**src/gpio_consts.svh**
```systemverilog
`ifndef GPIO_CONSTS_SVH
`define GPIO_CONSTS_SVH

// ----------------------------------------
// sizes
// ----------------------------------------
`define GPIO_NUM          32
`define GPIO_DW           32
`define GPIO_AW           8

// ----------------------------------------
// register map, byte addresses
// ----------------------------------------
// config registers sit below this, one word per pin
`define GPIO_CFG_LIMIT    8'h80
`define GPIO_INTR_ADDR    8'h80
`define GPIO_GPIN_ADDR    8'h90
`define GPIO_GPOUT_ADDR   8'hA0

// bit positions inside a pin config byte
`define GPIO_CFG_OUT_EN   0
`define GPIO_CFG_IN_EN    1
`define GPIO_CFG_OE       2
`define GPIO_CFG_INT_EN   3
// 3-bit interrupt type field, bits 7:5
`define GPIO_CFG_TYPE_LSB 5

// output data register after reset
`define GPIO_OUT_RESET    32'h0000_0000

`endif

```
**src/gpio_pkg.sv**
```systemverilog
`include "gpio_consts.svh"

package gpio_pkg;

   // one bit per pin
   typedef logic [`GPIO_NUM-1:0] pin_vec_t;

   // APB data and byte address
   typedef logic [`GPIO_DW-1:0] apb_data_t;
   typedef logic [`GPIO_AW-1:0] apb_addr_t;

   // pin configuration register
   //   bit 0    output register enable
   //   bit 1    input enable
   //   bit 2    output enable
   //   bit 3    interrupt enable
   //   bit 7:5  interrupt type
   typedef logic [7:0] cfg_byte_t;

   // interrupt type codes
   // 5 and 6 are unnamed and behave as disabled
   typedef enum logic [2:0]
   {
      INT_LEVEL_HIGH = 3'd0,
      INT_LEVEL_LOW  = 3'd1,
      INT_EDGE_POS   = 3'd2,
      INT_EDGE_NEG   = 3'd3,
      INT_EDGE_BOTH  = 3'd4,
      INT_DISABLED   = 3'd7
   } int_type_e;

endpackage

```
**src/gpio_apb_regs.sv**
```systemverilog
`timescale 1ns/1ps
`include "gpio_consts.svh"

module gpio_apb_regs
(
   input  logic                 PCLK,
   input  logic                 aresetn,
   input  logic                 psel_i,
   input  logic                 penable_i,
   input  logic                 pwrite_i,
   input  gpio_pkg::apb_addr_t  paddr_i,
   input  gpio_pkg::apb_data_t  pwdata_i,
   input  gpio_pkg::pin_vec_t   sync_lvl_i,
   input  gpio_pkg::pin_vec_t   intr_stat_i,
   output gpio_pkg::apb_data_t  prdata_o,
   output logic                 pready_o,
   output logic                 pslverr_o,
   output gpio_pkg::pin_vec_t   gpio_out_o,
   output gpio_pkg::pin_vec_t   gpio_oe_o,
   output gpio_pkg::pin_vec_t   int_en_o,
   output gpio_pkg::int_type_e  int_type_o [`GPIO_NUM],
   output gpio_pkg::pin_vec_t   irq_clr_o
);

   import gpio_pkg::*;

   cfg_byte_t   cfg_q [`GPIO_NUM];
   pin_vec_t    gpout_q;
   pin_vec_t    out_en;
   pin_vec_t    in_en;
   pin_vec_t    oe_en;
   logic        wr_en;
   logic        cfg_sel;
   logic [4:0]  cfg_idx;

   // ----------------------------------------
   // write decode
   // ----------------------------------------
   // no wait states, access phase is always the last
   assign pready_o  = 1'b1;
   assign pslverr_o = 1'b0;

   assign wr_en   = psel_i & penable_i & pwrite_i;
   assign cfg_sel = (paddr_i < `GPIO_CFG_LIMIT);
   // bit 7 is zero inside the config window
   assign cfg_idx = paddr_i[6:2];

   // pin config bytes, upper data bits dropped
   always_ff @(posedge PCLK or negedge aresetn)
   begin
      if (!aresetn)
      begin
         for (int i = 0; i < `GPIO_NUM; i++)
         begin
            cfg_q[i] <= '0;
         end
      end
      else if (wr_en && cfg_sel)
      begin
         cfg_q[cfg_idx] <= pwdata_i[7:0];
      end
   end

   // output data register
   always_ff @(posedge PCLK or negedge aresetn)
   begin
      if (!aresetn)
      begin
         gpout_q <= `GPIO_OUT_RESET;
      end
      else if (wr_en && (paddr_i == `GPIO_GPOUT_ADDR))
      begin
         gpout_q <= pwdata_i;
      end
   end

   // ----------------------------------------
   // config fields per pin
   // ----------------------------------------
   always_comb
   begin
      for (int i = 0; i < `GPIO_NUM; i++)
      begin
         out_en[i]     = cfg_q[i][`GPIO_CFG_OUT_EN];
         in_en[i]      = cfg_q[i][`GPIO_CFG_IN_EN];
         oe_en[i]      = cfg_q[i][`GPIO_CFG_OE];
         int_en_o[i]   = cfg_q[i][`GPIO_CFG_INT_EN];
         int_type_o[i] = int_type_e'(cfg_q[i][`GPIO_CFG_TYPE_LSB +: 3]);
      end
   end

   // pins only drive where the output register is enabled
   assign gpio_out_o = gpout_q & out_en;
   assign gpio_oe_o  = oe_en & out_en;

   // write-one-to-clear mask for the interrupt block
   assign irq_clr_o = (wr_en && (paddr_i == `GPIO_INTR_ADDR)) ? pwdata_i : '0;

   // ----------------------------------------
   // read mux
   // ----------------------------------------
   always_comb
   begin
      prdata_o = '0;
      if (psel_i)
      begin
         if (cfg_sel)
         begin
            // zero-extended config byte
            prdata_o = apb_data_t'(cfg_q[cfg_idx]);
         end
         else
         begin
            case (paddr_i)
               `GPIO_INTR_ADDR:  prdata_o = intr_stat_i;
               `GPIO_GPIN_ADDR:  prdata_o = sync_lvl_i & in_en;
               `GPIO_GPOUT_ADDR: prdata_o = gpout_q;
               default:          prdata_o = '0;
            endcase
         end
      end
   end

   // ----------------------------------------
   // checks
   // ----------------------------------------
   // the interrupt block must only see a clear mask on a real clear access
   a_clr_only_on_intr_write: assert property (
      @(posedge PCLK) disable iff (!aresetn)
      !(psel_i && penable_i && pwrite_i && (paddr_i == `GPIO_INTR_ADDR))
         |-> (irq_clr_o == '0)
   );

endmodule

```
**src/gpio_in_sync.sv**
```systemverilog
`timescale 1ns/1ps

module gpio_in_sync
(
   input  logic                PCLK,
   input  logic                aresetn,
   input  gpio_pkg::pin_vec_t  gpio_in_i,
   output gpio_pkg::pin_vec_t  sync_lvl_o,
   output gpio_pkg::pin_vec_t  rise_o,
   output gpio_pkg::pin_vec_t  fall_o
);

   import gpio_pkg::*;

   pin_vec_t gpin1;
   pin_vec_t gpin2;
   pin_vec_t gpin3;

   // ----------------------------------------
   // synchroniser
   // ----------------------------------------
   // two flops for metastability, third for edge compare
   always_ff @(posedge PCLK or negedge aresetn)
   begin
      if (!aresetn)
      begin
         gpin1 <= '0;
         gpin2 <= '0;
         gpin3 <= '0;
      end
      else
      begin
         gpin1 <= gpio_in_i;
         gpin2 <= gpin1;
         gpin3 <= gpin2;
      end
   end

   assign sync_lvl_o = gpin3;

   // one-cycle pulses, seen just before the level updates
   assign rise_o = gpin2 & ~gpin3;
   assign fall_o = ~gpin2 & gpin3;

   // ----------------------------------------
   // checks
   // ----------------------------------------
   a_no_rise_and_fall: assert property (
      @(posedge PCLK) disable iff (!aresetn)
      (rise_o & fall_o) == '0
   );

endmodule

```
**src/gpio_irq.sv**
```systemverilog
`timescale 1ns/1ps
`include "gpio_consts.svh"

module gpio_irq
(
   input  logic                 PCLK,
   input  logic                 aresetn,
   input  gpio_pkg::pin_vec_t   sync_lvl_i,
   input  gpio_pkg::pin_vec_t   rise_i,
   input  gpio_pkg::pin_vec_t   fall_i,
   input  gpio_pkg::pin_vec_t   int_en_i,
   input  gpio_pkg::int_type_e  int_type_i [`GPIO_NUM],
   input  gpio_pkg::pin_vec_t   irq_clr_i,
   output gpio_pkg::pin_vec_t   int_o,
   output logic                 int_or_o,
   output gpio_pkg::pin_vec_t   intr_stat_o
);

   import gpio_pkg::*;

   pin_vec_t edge_pos;
   pin_vec_t edge_neg;
   pin_vec_t edge_both;
   pin_vec_t int_pin;
   pin_vec_t intr_q;

   // ----------------------------------------
   // sticky edge flags
   // ----------------------------------------
   // priority per pin
   //   int_en low   -> held at zero
   //   edge seen    -> set, wins over a clear on the same edge
   //   clear bit    -> cleared
   always_ff @(posedge PCLK or negedge aresetn)
   begin
      if (!aresetn)
      begin
         edge_pos  <= '0;
         edge_neg  <= '0;
         edge_both <= '0;
      end
      else
      begin
         edge_pos  <= int_en_i & (rise_i | (edge_pos & ~irq_clr_i));
         edge_neg  <= int_en_i & (fall_i | (edge_neg & ~irq_clr_i));
         edge_both <= int_en_i & (rise_i | fall_i | (edge_both & ~irq_clr_i));
      end
   end

   // ----------------------------------------
   // per-pin source select
   // ----------------------------------------
   always_comb
   begin
      for (int i = 0; i < `GPIO_NUM; i++)
      begin
         case (int_type_i[i])
            INT_LEVEL_HIGH: int_pin[i] = sync_lvl_i[i];
            INT_LEVEL_LOW:  int_pin[i] = ~sync_lvl_i[i];
            INT_EDGE_POS:   int_pin[i] = edge_pos[i];
            INT_EDGE_NEG:   int_pin[i] = edge_neg[i];
            INT_EDGE_BOTH:  int_pin[i] = edge_both[i];
            // codes 5, 6 and 7
            default:        int_pin[i] = 1'b0;
         endcase
      end
   end

   // level types pass straight through, no register in the path
   assign int_o    = int_pin & int_en_i;
   assign int_or_o = |int_o;

   // ----------------------------------------
   // interrupt status register
   // ----------------------------------------
   // cleared bits read zero for one cycle, then track int_o again
   always_ff @(posedge PCLK or negedge aresetn)
   begin
      if (!aresetn)
      begin
         intr_q <= '0;
      end
      else
      begin
         intr_q <= int_o & ~irq_clr_i;
      end
   end

   assign intr_stat_o = intr_q;

   // ----------------------------------------
   // checks
   // ----------------------------------------
   a_int_needs_enable: assert property (
      @(posedge PCLK) disable iff (!aresetn)
      (int_o & ~int_en_i) == '0
   );

endmodule

```
**src/gpio_top.sv**
```systemverilog
`timescale 1ns/1ps
`include "gpio_consts.svh"

module gpio_top
(
   input  logic                 PCLK,
   input  logic                 aresetn,
   input  logic                 psel_i,
   input  logic                 penable_i,
   input  logic                 pwrite_i,
   input  gpio_pkg::apb_addr_t  paddr_i,
   input  gpio_pkg::apb_data_t  pwdata_i,
   input  gpio_pkg::pin_vec_t   gpio_in_i,
   output gpio_pkg::apb_data_t  prdata_o,
   output logic                 pready_o,
   output logic                 pslverr_o,
   output gpio_pkg::pin_vec_t   gpio_out_o,
   output gpio_pkg::pin_vec_t   gpio_oe_o,
   output gpio_pkg::pin_vec_t   int_o,
   output logic                 int_or_o
);

   import gpio_pkg::*;

   // synchroniser outputs
   pin_vec_t  sync_lvl;
   pin_vec_t  rise;
   pin_vec_t  fall;

   // register block to interrupt block
   pin_vec_t  int_en;
   int_type_e int_type [`GPIO_NUM];
   pin_vec_t  irq_clr;
   pin_vec_t  intr_stat;

   // ----------------------------------------
   // APB registers and pin outputs
   // ----------------------------------------
   gpio_apb_regs u_regs (
      .PCLK        (PCLK),
      .aresetn     (aresetn),
      .psel_i      (psel_i),
      .penable_i   (penable_i),
      .pwrite_i    (pwrite_i),
      .paddr_i     (paddr_i),
      .pwdata_i    (pwdata_i),
      .sync_lvl_i  (sync_lvl),
      .intr_stat_i (intr_stat),
      .prdata_o    (prdata_o),
      .pready_o    (pready_o),
      .pslverr_o   (pslverr_o),
      .gpio_out_o  (gpio_out_o),
      .gpio_oe_o   (gpio_oe_o),
      .int_en_o    (int_en),
      .int_type_o  (int_type),
      .irq_clr_o   (irq_clr)
   );

   // input pins into the PCLK domain
   gpio_in_sync u_sync (
      .PCLK       (PCLK),
      .aresetn    (aresetn),
      .gpio_in_i  (gpio_in_i),
      .sync_lvl_o (sync_lvl),
      .rise_o     (rise),
      .fall_o     (fall)
   );

   // ----------------------------------------
   // interrupts
   // ----------------------------------------
   gpio_irq u_irq (
      .PCLK        (PCLK),
      .aresetn     (aresetn),
      .sync_lvl_i  (sync_lvl),
      .rise_i      (rise),
      .fall_i      (fall),
      .int_en_i    (int_en),
      .int_type_i  (int_type),
      .irq_clr_i   (irq_clr),
      .int_o       (int_o),
      .int_or_o    (int_or_o),
      .intr_stat_o (intr_stat)
   );

endmodule

```
**config.mk**
```make
export PLATFORM = sky130hd
export DESIGN_NAME = gpio_top
export DESIGN_NICKNAME = d
export VERILOG_FILES = /design/src/gpio_pkg.sv /design/src/gpio_apb_regs.sv /design/src/gpio_in_sync.sv /design/src/gpio_irq.sv /design/src/gpio_top.sv
export VERILOG_INCLUDE_DIRS = /design/src
export SDC_FILE = /design/constraint.sdc
export NUM_CORES = 1
export LEC_CHECK = 0
export BUFFER_PORTS_ARGS = -buffer_cell sky130_fd_sc_hd__clkbuf_2
export CORE_ASPECT_RATIO = 1.75
export CORE_MARGIN = 5
export CORE_UTILIZATION = 65
export DETAILED_ROUTE_END_ITERATION = 7
export PLACE_DENSITY = 0.85
export SLEW_MARGIN = 20
export SYNTH_ARGS = -nofsm -noshare
export SYNTH_HDL_FRONTEND = slang
export SYNTH_SLANG_ARGS = --single-unit
```
**constraint.sdc**
```tcl
create_clock -name PCLK -period 3.72 [get_ports PCLK]
set_input_delay 0.372 -clock PCLK [delete_from_list [all_inputs] [get_ports PCLK]]
set_output_delay 0.372 -clock PCLK [all_outputs]
set_load 0.005 [all_outputs]
```
Word level (Yosys, flattened, before mapping)
Cells that the tools add are included.
- $lt $le $gt $ge: 3
- equality and inequality tests: 131
- multiplexer cells: 42
- bitwise operators: 55
- reductions and logical operators: 37
- operators by type and width (kind ; number):
    32-bit AND ; 13
    256-bit bitwise mux ; 1
    3-bit by 2-bit equality test with 1-bit output (second input constant) ; 64
    1-bit one-hot mux with 5 select lines ; 32
    32-bit bitwise OR ; 4
    3-bit by 1-bit equality test with 1-bit output (second input constant) ; 32
    3-bit equality test (second input constant) ; 32
    3-bit zero test ; 32
    32-bit 2-to-1 mux ; 3
    32-bit inverter ; 3
    32-bit one-hot mux with 3 select lines ; 1
    8-bit binary-select mux with 5-bit select ; 1
    8-bit demux with 5-bit select ; 1
    1-bit inverter ; 32
    32-bit OR reduction ; 1
    8-bit equality test (second input constant) ; 3
    8-bit 2-to-1 mux ; 3
    8-bit less-than comparator (second input constant) ; 1
    6-bit >= comparator (second input constant) ; 1
    6-bit by 1-bit less-than comparator with 1-bit output (second input constant) ; 1
    5-bit inverter with 6-bit output ; 1
    1-bit logical AND ; 4
    1-bit AND ; 2
- register bits: 512
- logic and storage cells: 308

Longest topological paths before layout
- depth in word-level cells: 8
- depth in mapped cells: 10

Modules after synthesis
From an unflattened synthesis, not the netlist that was laid out.
- cells, all modules: 2058
- area, all modules: 24932.7 µm²
- by module, submodules not included (module ; instances ; cells each ; area each (µm²)):
    gpio_apb_regs ; 1 ; 1285 ; 15464.8
    gpio_irq ; 1 ; 613 ; 6505.0
    gpio_in_sync ; 1 ; 160 ; 2962.8

Worst setup path before layout
OpenSTA, ideal clock, no wires.
- path type: input-to-output
- from: in paddr_i[2]
- to: out prdata_o[3]
- arrival: 2.131 ns
- required time: 3.348 ns
- slack: 1.217 ns
- stages: 9
- path through: buf_4 -> buf_4 -> buf_6 -> buf_2 -> mux4_2 -> nor3_1 -> a21oi_1 -> o21ai_0 -> a31oi_1
- longest elaborated chain between the ends: 6
- elaborated cells on any way between the ends: 11
- RTL lines (what ; RTL line ; text):
    start: declaration ; gpio_top.sv:11 ; input gpio_pkg::apb_addr_t paddr_i,
    5-bit inverter with 6-bit output (implied by the code) ; gpio_apb_regs.sv:110 ; prdata_o = apb_data_t'(cfg_q[cfg_idx]);
    8-bit binary-select mux with 5-bit select ; gpio_apb_regs.sv:110 ;
    8-bit 2-to-1 mux (implied by the code) (2 in series) ; gpio_apb_regs.sv:110 ;
    32-bit 2-to-1 mux * ; gpio_apb_regs.sv:107 ; if (cfg_sel)
    32-bit 2-to-1 mux * ; gpio_apb_regs.sv:105 ; if (psel_i)
    end: declaration ; gpio_top.sv:14 ; output gpio_pkg::apb_data_t prdata_o,
Every way passes the cells marked *; elsewhere a longest branch is shown, timed or not. The select of a mux whose other input is x is not followed.

Worst setup path in the final report
- from: reg u_sync.gpin3[6], in the netlist u_sync.sync_lvl_o[6]
- to: out int_or_o
- longest elaborated chain between the ends: 4
- RTL lines (what ; RTL line ; text):
    start: declaration ; gpio_in_sync.sv:17 ; pin_vec_t gpin3;
    start signal: assignment ; gpio_in_sync.sv:35 ; gpin3 <= gpin2;
    1-bit inverter ; gpio_irq.sv:59 ; INT_LEVEL_LOW: int_pin[i] = ~sync_lvl_i[i];
    1-bit one-hot mux with 5 select lines * ; gpio_irq.sv:57 ; case (int_type_i[i])
    32-bit AND * ; gpio_irq.sv:70 ; assign int_o = int_pin & int_en_i;
    32-bit OR reduction * ; gpio_irq.sv:71 ; assign int_or_o = |int_o;
    end: declaration ; gpio_top.sv:20 ; output logic int_or_o
Every way passes the cells marked *; elsewhere a longest branch is shown, timed or not.

==> summary.log <==
[status] run status complete, no violations
[yosys] synthesized net count 2019
[yosys] count of distinct cell types in the synthesized netlist 59
[cells_and_area] post-layout utilization of the core 76.07%
[worst_setup_path] Req. time, crit path 3350 ps
[min_path] class of the tightest hold or removal check input port to flop
[clock_network] deepest level of the CTS H-tree 2
[floorplanning] Die Footprint 40690 um2
[clock_network] CTS tree yes
[yosys] Primary FF master, synth dfrtp_1
[floorplanning] Cell Rows 92
[cells_and_area] Area growth, synth to finish 15.52%
[yosys] Post-synth EDFFs 0
[yosys] synth warn 0
[timing] Hold Violations, Final 0
[clock_network] clock root buffer clkbuf_16
[job] number of max-cap violations 0
[yosys] portion of synthesized cell area occupied by the leading cell type 53.83%
[drt] number of remaining DRC errors 0
[drt] Routed Wire Length 67.94 mm
[worst_setup_path] element type at the critical path end output port
[yosys] list of most frequent post-synthesis cells dfrtp_1 (512), mux2_2 (292), a21oi_1 (122)
[timing] highest clock frequency the design can meet 271.5 MHz
[yosys] share of synthesized registers carrying an async set or reset 100.0%
[global_routing] global-route congestion overflow total 0
[clock_network] insertion delay of the later-clocked pin in the worst-skew pair 570 ps
[drt] number of vias per cell 6.510
[timing] RSZ-0062 raised after global routing false
[yosys] largest cells by area after synthesis dfrtp_1 (54%), mux2_2 (14%), mux4_2 (6.2%)
[global_routing] vias in the first global route 18470
[clock_network] Clock Sink Count 512
[drt] drt first-iter violations 1632
[floorplanning] core footprint 36140 um2
[yosys] post-synthesis cell area 23800 um2
[clock_network] clk buf depth 3
[clock_network] cts bufs inserted 46
[drt] vias after detailed routing 17199
[floorplanning] number of top-level pins 208
[timing] relative slew slack 30.30%
[timing] accumulated negative setup slack 0 ps
[placement] Port Buffer Count 205
[global_routing] total global-route track usage 33.47%
[yosys] flops & latches, synth 512
[yosys] area leader, netlist dfrtp_1
[worst_setup_path] arrival time of data at the critical path endpoint 3310 ps
[drt] drt first pass iters 6
[yosys] most common cell in the netlist dfrtp_1
[timing] Final period util 99.03%
[timing] Worst Tran Pin Value 1046 ps
[yosys] Avg Inst Size Synth 12.67 um2
[drt] wire length per cell after detailed routing 25.72 um
[worst_setup_path] maximum fanout count along the critical path 4
[cells_and_area] share of post-route cells with drive strength above 1 32.20%
[placement] Final GP Congestion 0.9744
[timing] fin crit period 3684 ps
[worst_setup_path] crit start category flop
[power] worst-case vdd ir drop 0.4106 mV
[timing] final-report setup violation count 0
[clock_network] setup repair bufs after CTS 0
[yosys] sequential element share of the synthesized area 53.83%
[yosys] cells after synthesis 1878
[clock_network] Reg clk slew, reported paths 60 ps
[floorplanning] die extent in x 154.7 um
[global_routing] maximum number of pins on one net before global-route repair 105
[cells_and_area] fill cell instance count of the final layout 2169
[power] total power per unit cell area 435.8 nW/um2
[floorplanning] initial standard-cell utilization of the core 65.85%
[drt] residual antenna-violating net count after detailed routing 0
[timing] skew final 18.49 ps
[floorplanning] vertical extent of the die 263.1 um
[placement] Post-DP HPWL 48.05 mm
[global_routing] antenna violations before repair 2
[cells_and_area] net total in the final layout 2277
[timing] pins over their slew limit 0
[power] P_leak 13.39 nW
[global_routing] first-pass GRT wire length 105.9 mm
[worst_setup_path] crit path kind flop to output port
worst max-delay path, stage by stage (launching register included):
cell,delay [ps]
dfrtp_1,430
xnor2_1,190
o21ai_0,100
o211ai_1,500
nand3_1,300
nor4_1,720
nand4_1,310
clkbuf_2,200
kinds of logic after synthesis:
logic type / count (synthesis) / synth area share (%)
mux: 400 / 21.83
flops: 512 / 53.83
buf+inv: 182 / 3.202
simple gates: 401 / 9.142
xor+xnor: 27 / 0.9936
compound gates: 290 / 7.607
other cells: 2 / 0.03155
fa+ha+maj: 64 / 3.365
registers in the layout, summed over array words and instances, names as in the netlist:
| name | cells |
|---|---|
| u_irq.edge_both | 32 |
| u_irq.edge_neg | 32 |
| u_irq.edge_pos | 32 |
| u_irq.intr_stat_o | 32 |
| u_regs.cfg_q | 128 |
| u_regs.gpout_q | 32 |
| u_regs.int_en_o | 32 |
| u_regs.int_type_o | 96 |
| u_sync.gpin1 | 32 |
| u_sync.gpin2 | 32 |
| u_sync.sync_lvl_o | 32 |
final timing paths:
kind                       slack (ps)  depth (start not counted)                    end             startpoint
max in group asynchronous        2300                          3      u_regs.cfg_q[208]                aresetn
max reg2reg                      2080                          5  u_irq.intr_stat_o[24]  u_regs.int_type_o[21]
min reg2reg                       340                          0       u_sync.gpin2[12]       u_sync.gpin1[12]
max                                40                          7               int_or_o   u_sync.sync_lvl_o[6]
min in group asynchronous         440                          2       u_sync.gpin1[12]                aresetn
min                                20                          2  u_irq.intr_stat_o[19]           pwdata_i[19]
metrics by stage:
stage / power (mW) / setup slack (ps) / cell area, um2 / hold slack [ps] / instances
6_report: 11.98 / 36.13 / 27490 / 20.87 / 2642
5_1_grt: 12.33 / 59.13 / 27490 / 20.78 / 2641
4_1_cts: 12.01 / 83.55 / 27490 / 5.168 / 2641
3_5_place_dp: 7.030 / 671.7 / 25490 / 334.7 / 2516
3_3_place_gp: 6.977 / 706.7 / 25490 / 332.3 / 2516
2_1_floorplan: 6.542 / 1217 / 23800 / 76.41 / 1878
power breakdown:
part | internal, mW | switching (mW) | total [mW]
Combinational | 0.425 | 0.519 | 0.944
Sequential | 5.79 | 0.259 | 6.05
Clock | 2.89 | 2.11 | 4.99
Total | 9.10 | 2.88 | 12.0
timing repair:
item                                    4_1_cts  5_1_grt
endpoints found under the hold margin       136        0
resized for setup                             0        1
hold buffers                                 42        0
endpoints found under the setup margin        0        1
cell usage in the layout (no fill, tap or decap), types with 44 or more instances in the layout:
| master | n |
|---|---|
| dfrtp_1 | 512 |
| mux2_2 | 292 |
| clkbuf_2 | 202 |
| a21oi_1 | 122 |
| nand2_1 | 119 |
| inv_1 | 101 |
| and2_1 | 70 |
| nor2b_1 | 67 |
| mux4_2 | 66 |
| ha_1 | 64 |
| clkbuf_16 | 47 |
| nor2_1 | 45 |
| o21ai_0 | 44 |
metal layers:
metal  vias up  GRT usage, %  wire [um]
li1       7200             -          -
met4         2         21.36       5337
met2       942         56.39      34310
met5         -             0         11
met1      8741         39.20      23230
met3       314         6.196       5050
area by class of cell:
| cell class | count | area [um2] | share of cell area [%] |
|---|---|---|---|
| sequential | 512 | 12810 | 46.60 |
| tap | 470 | 588.1 | 2.139 |
| antenna | 1 | 2.502 | 0.009102 |
| clock inverter | 21 | 277.8 | 1.010 |
| timing repair buffer | 291 | 1904 | 6.926 |
| clock buffer | 62 | 1303 | 4.737 |
| multi-input combinational | 1184 | 10230 | 37.20 |
| inverter | 101 | 379.1 | 1.379 |
Power figures use the tool's default switching activity.
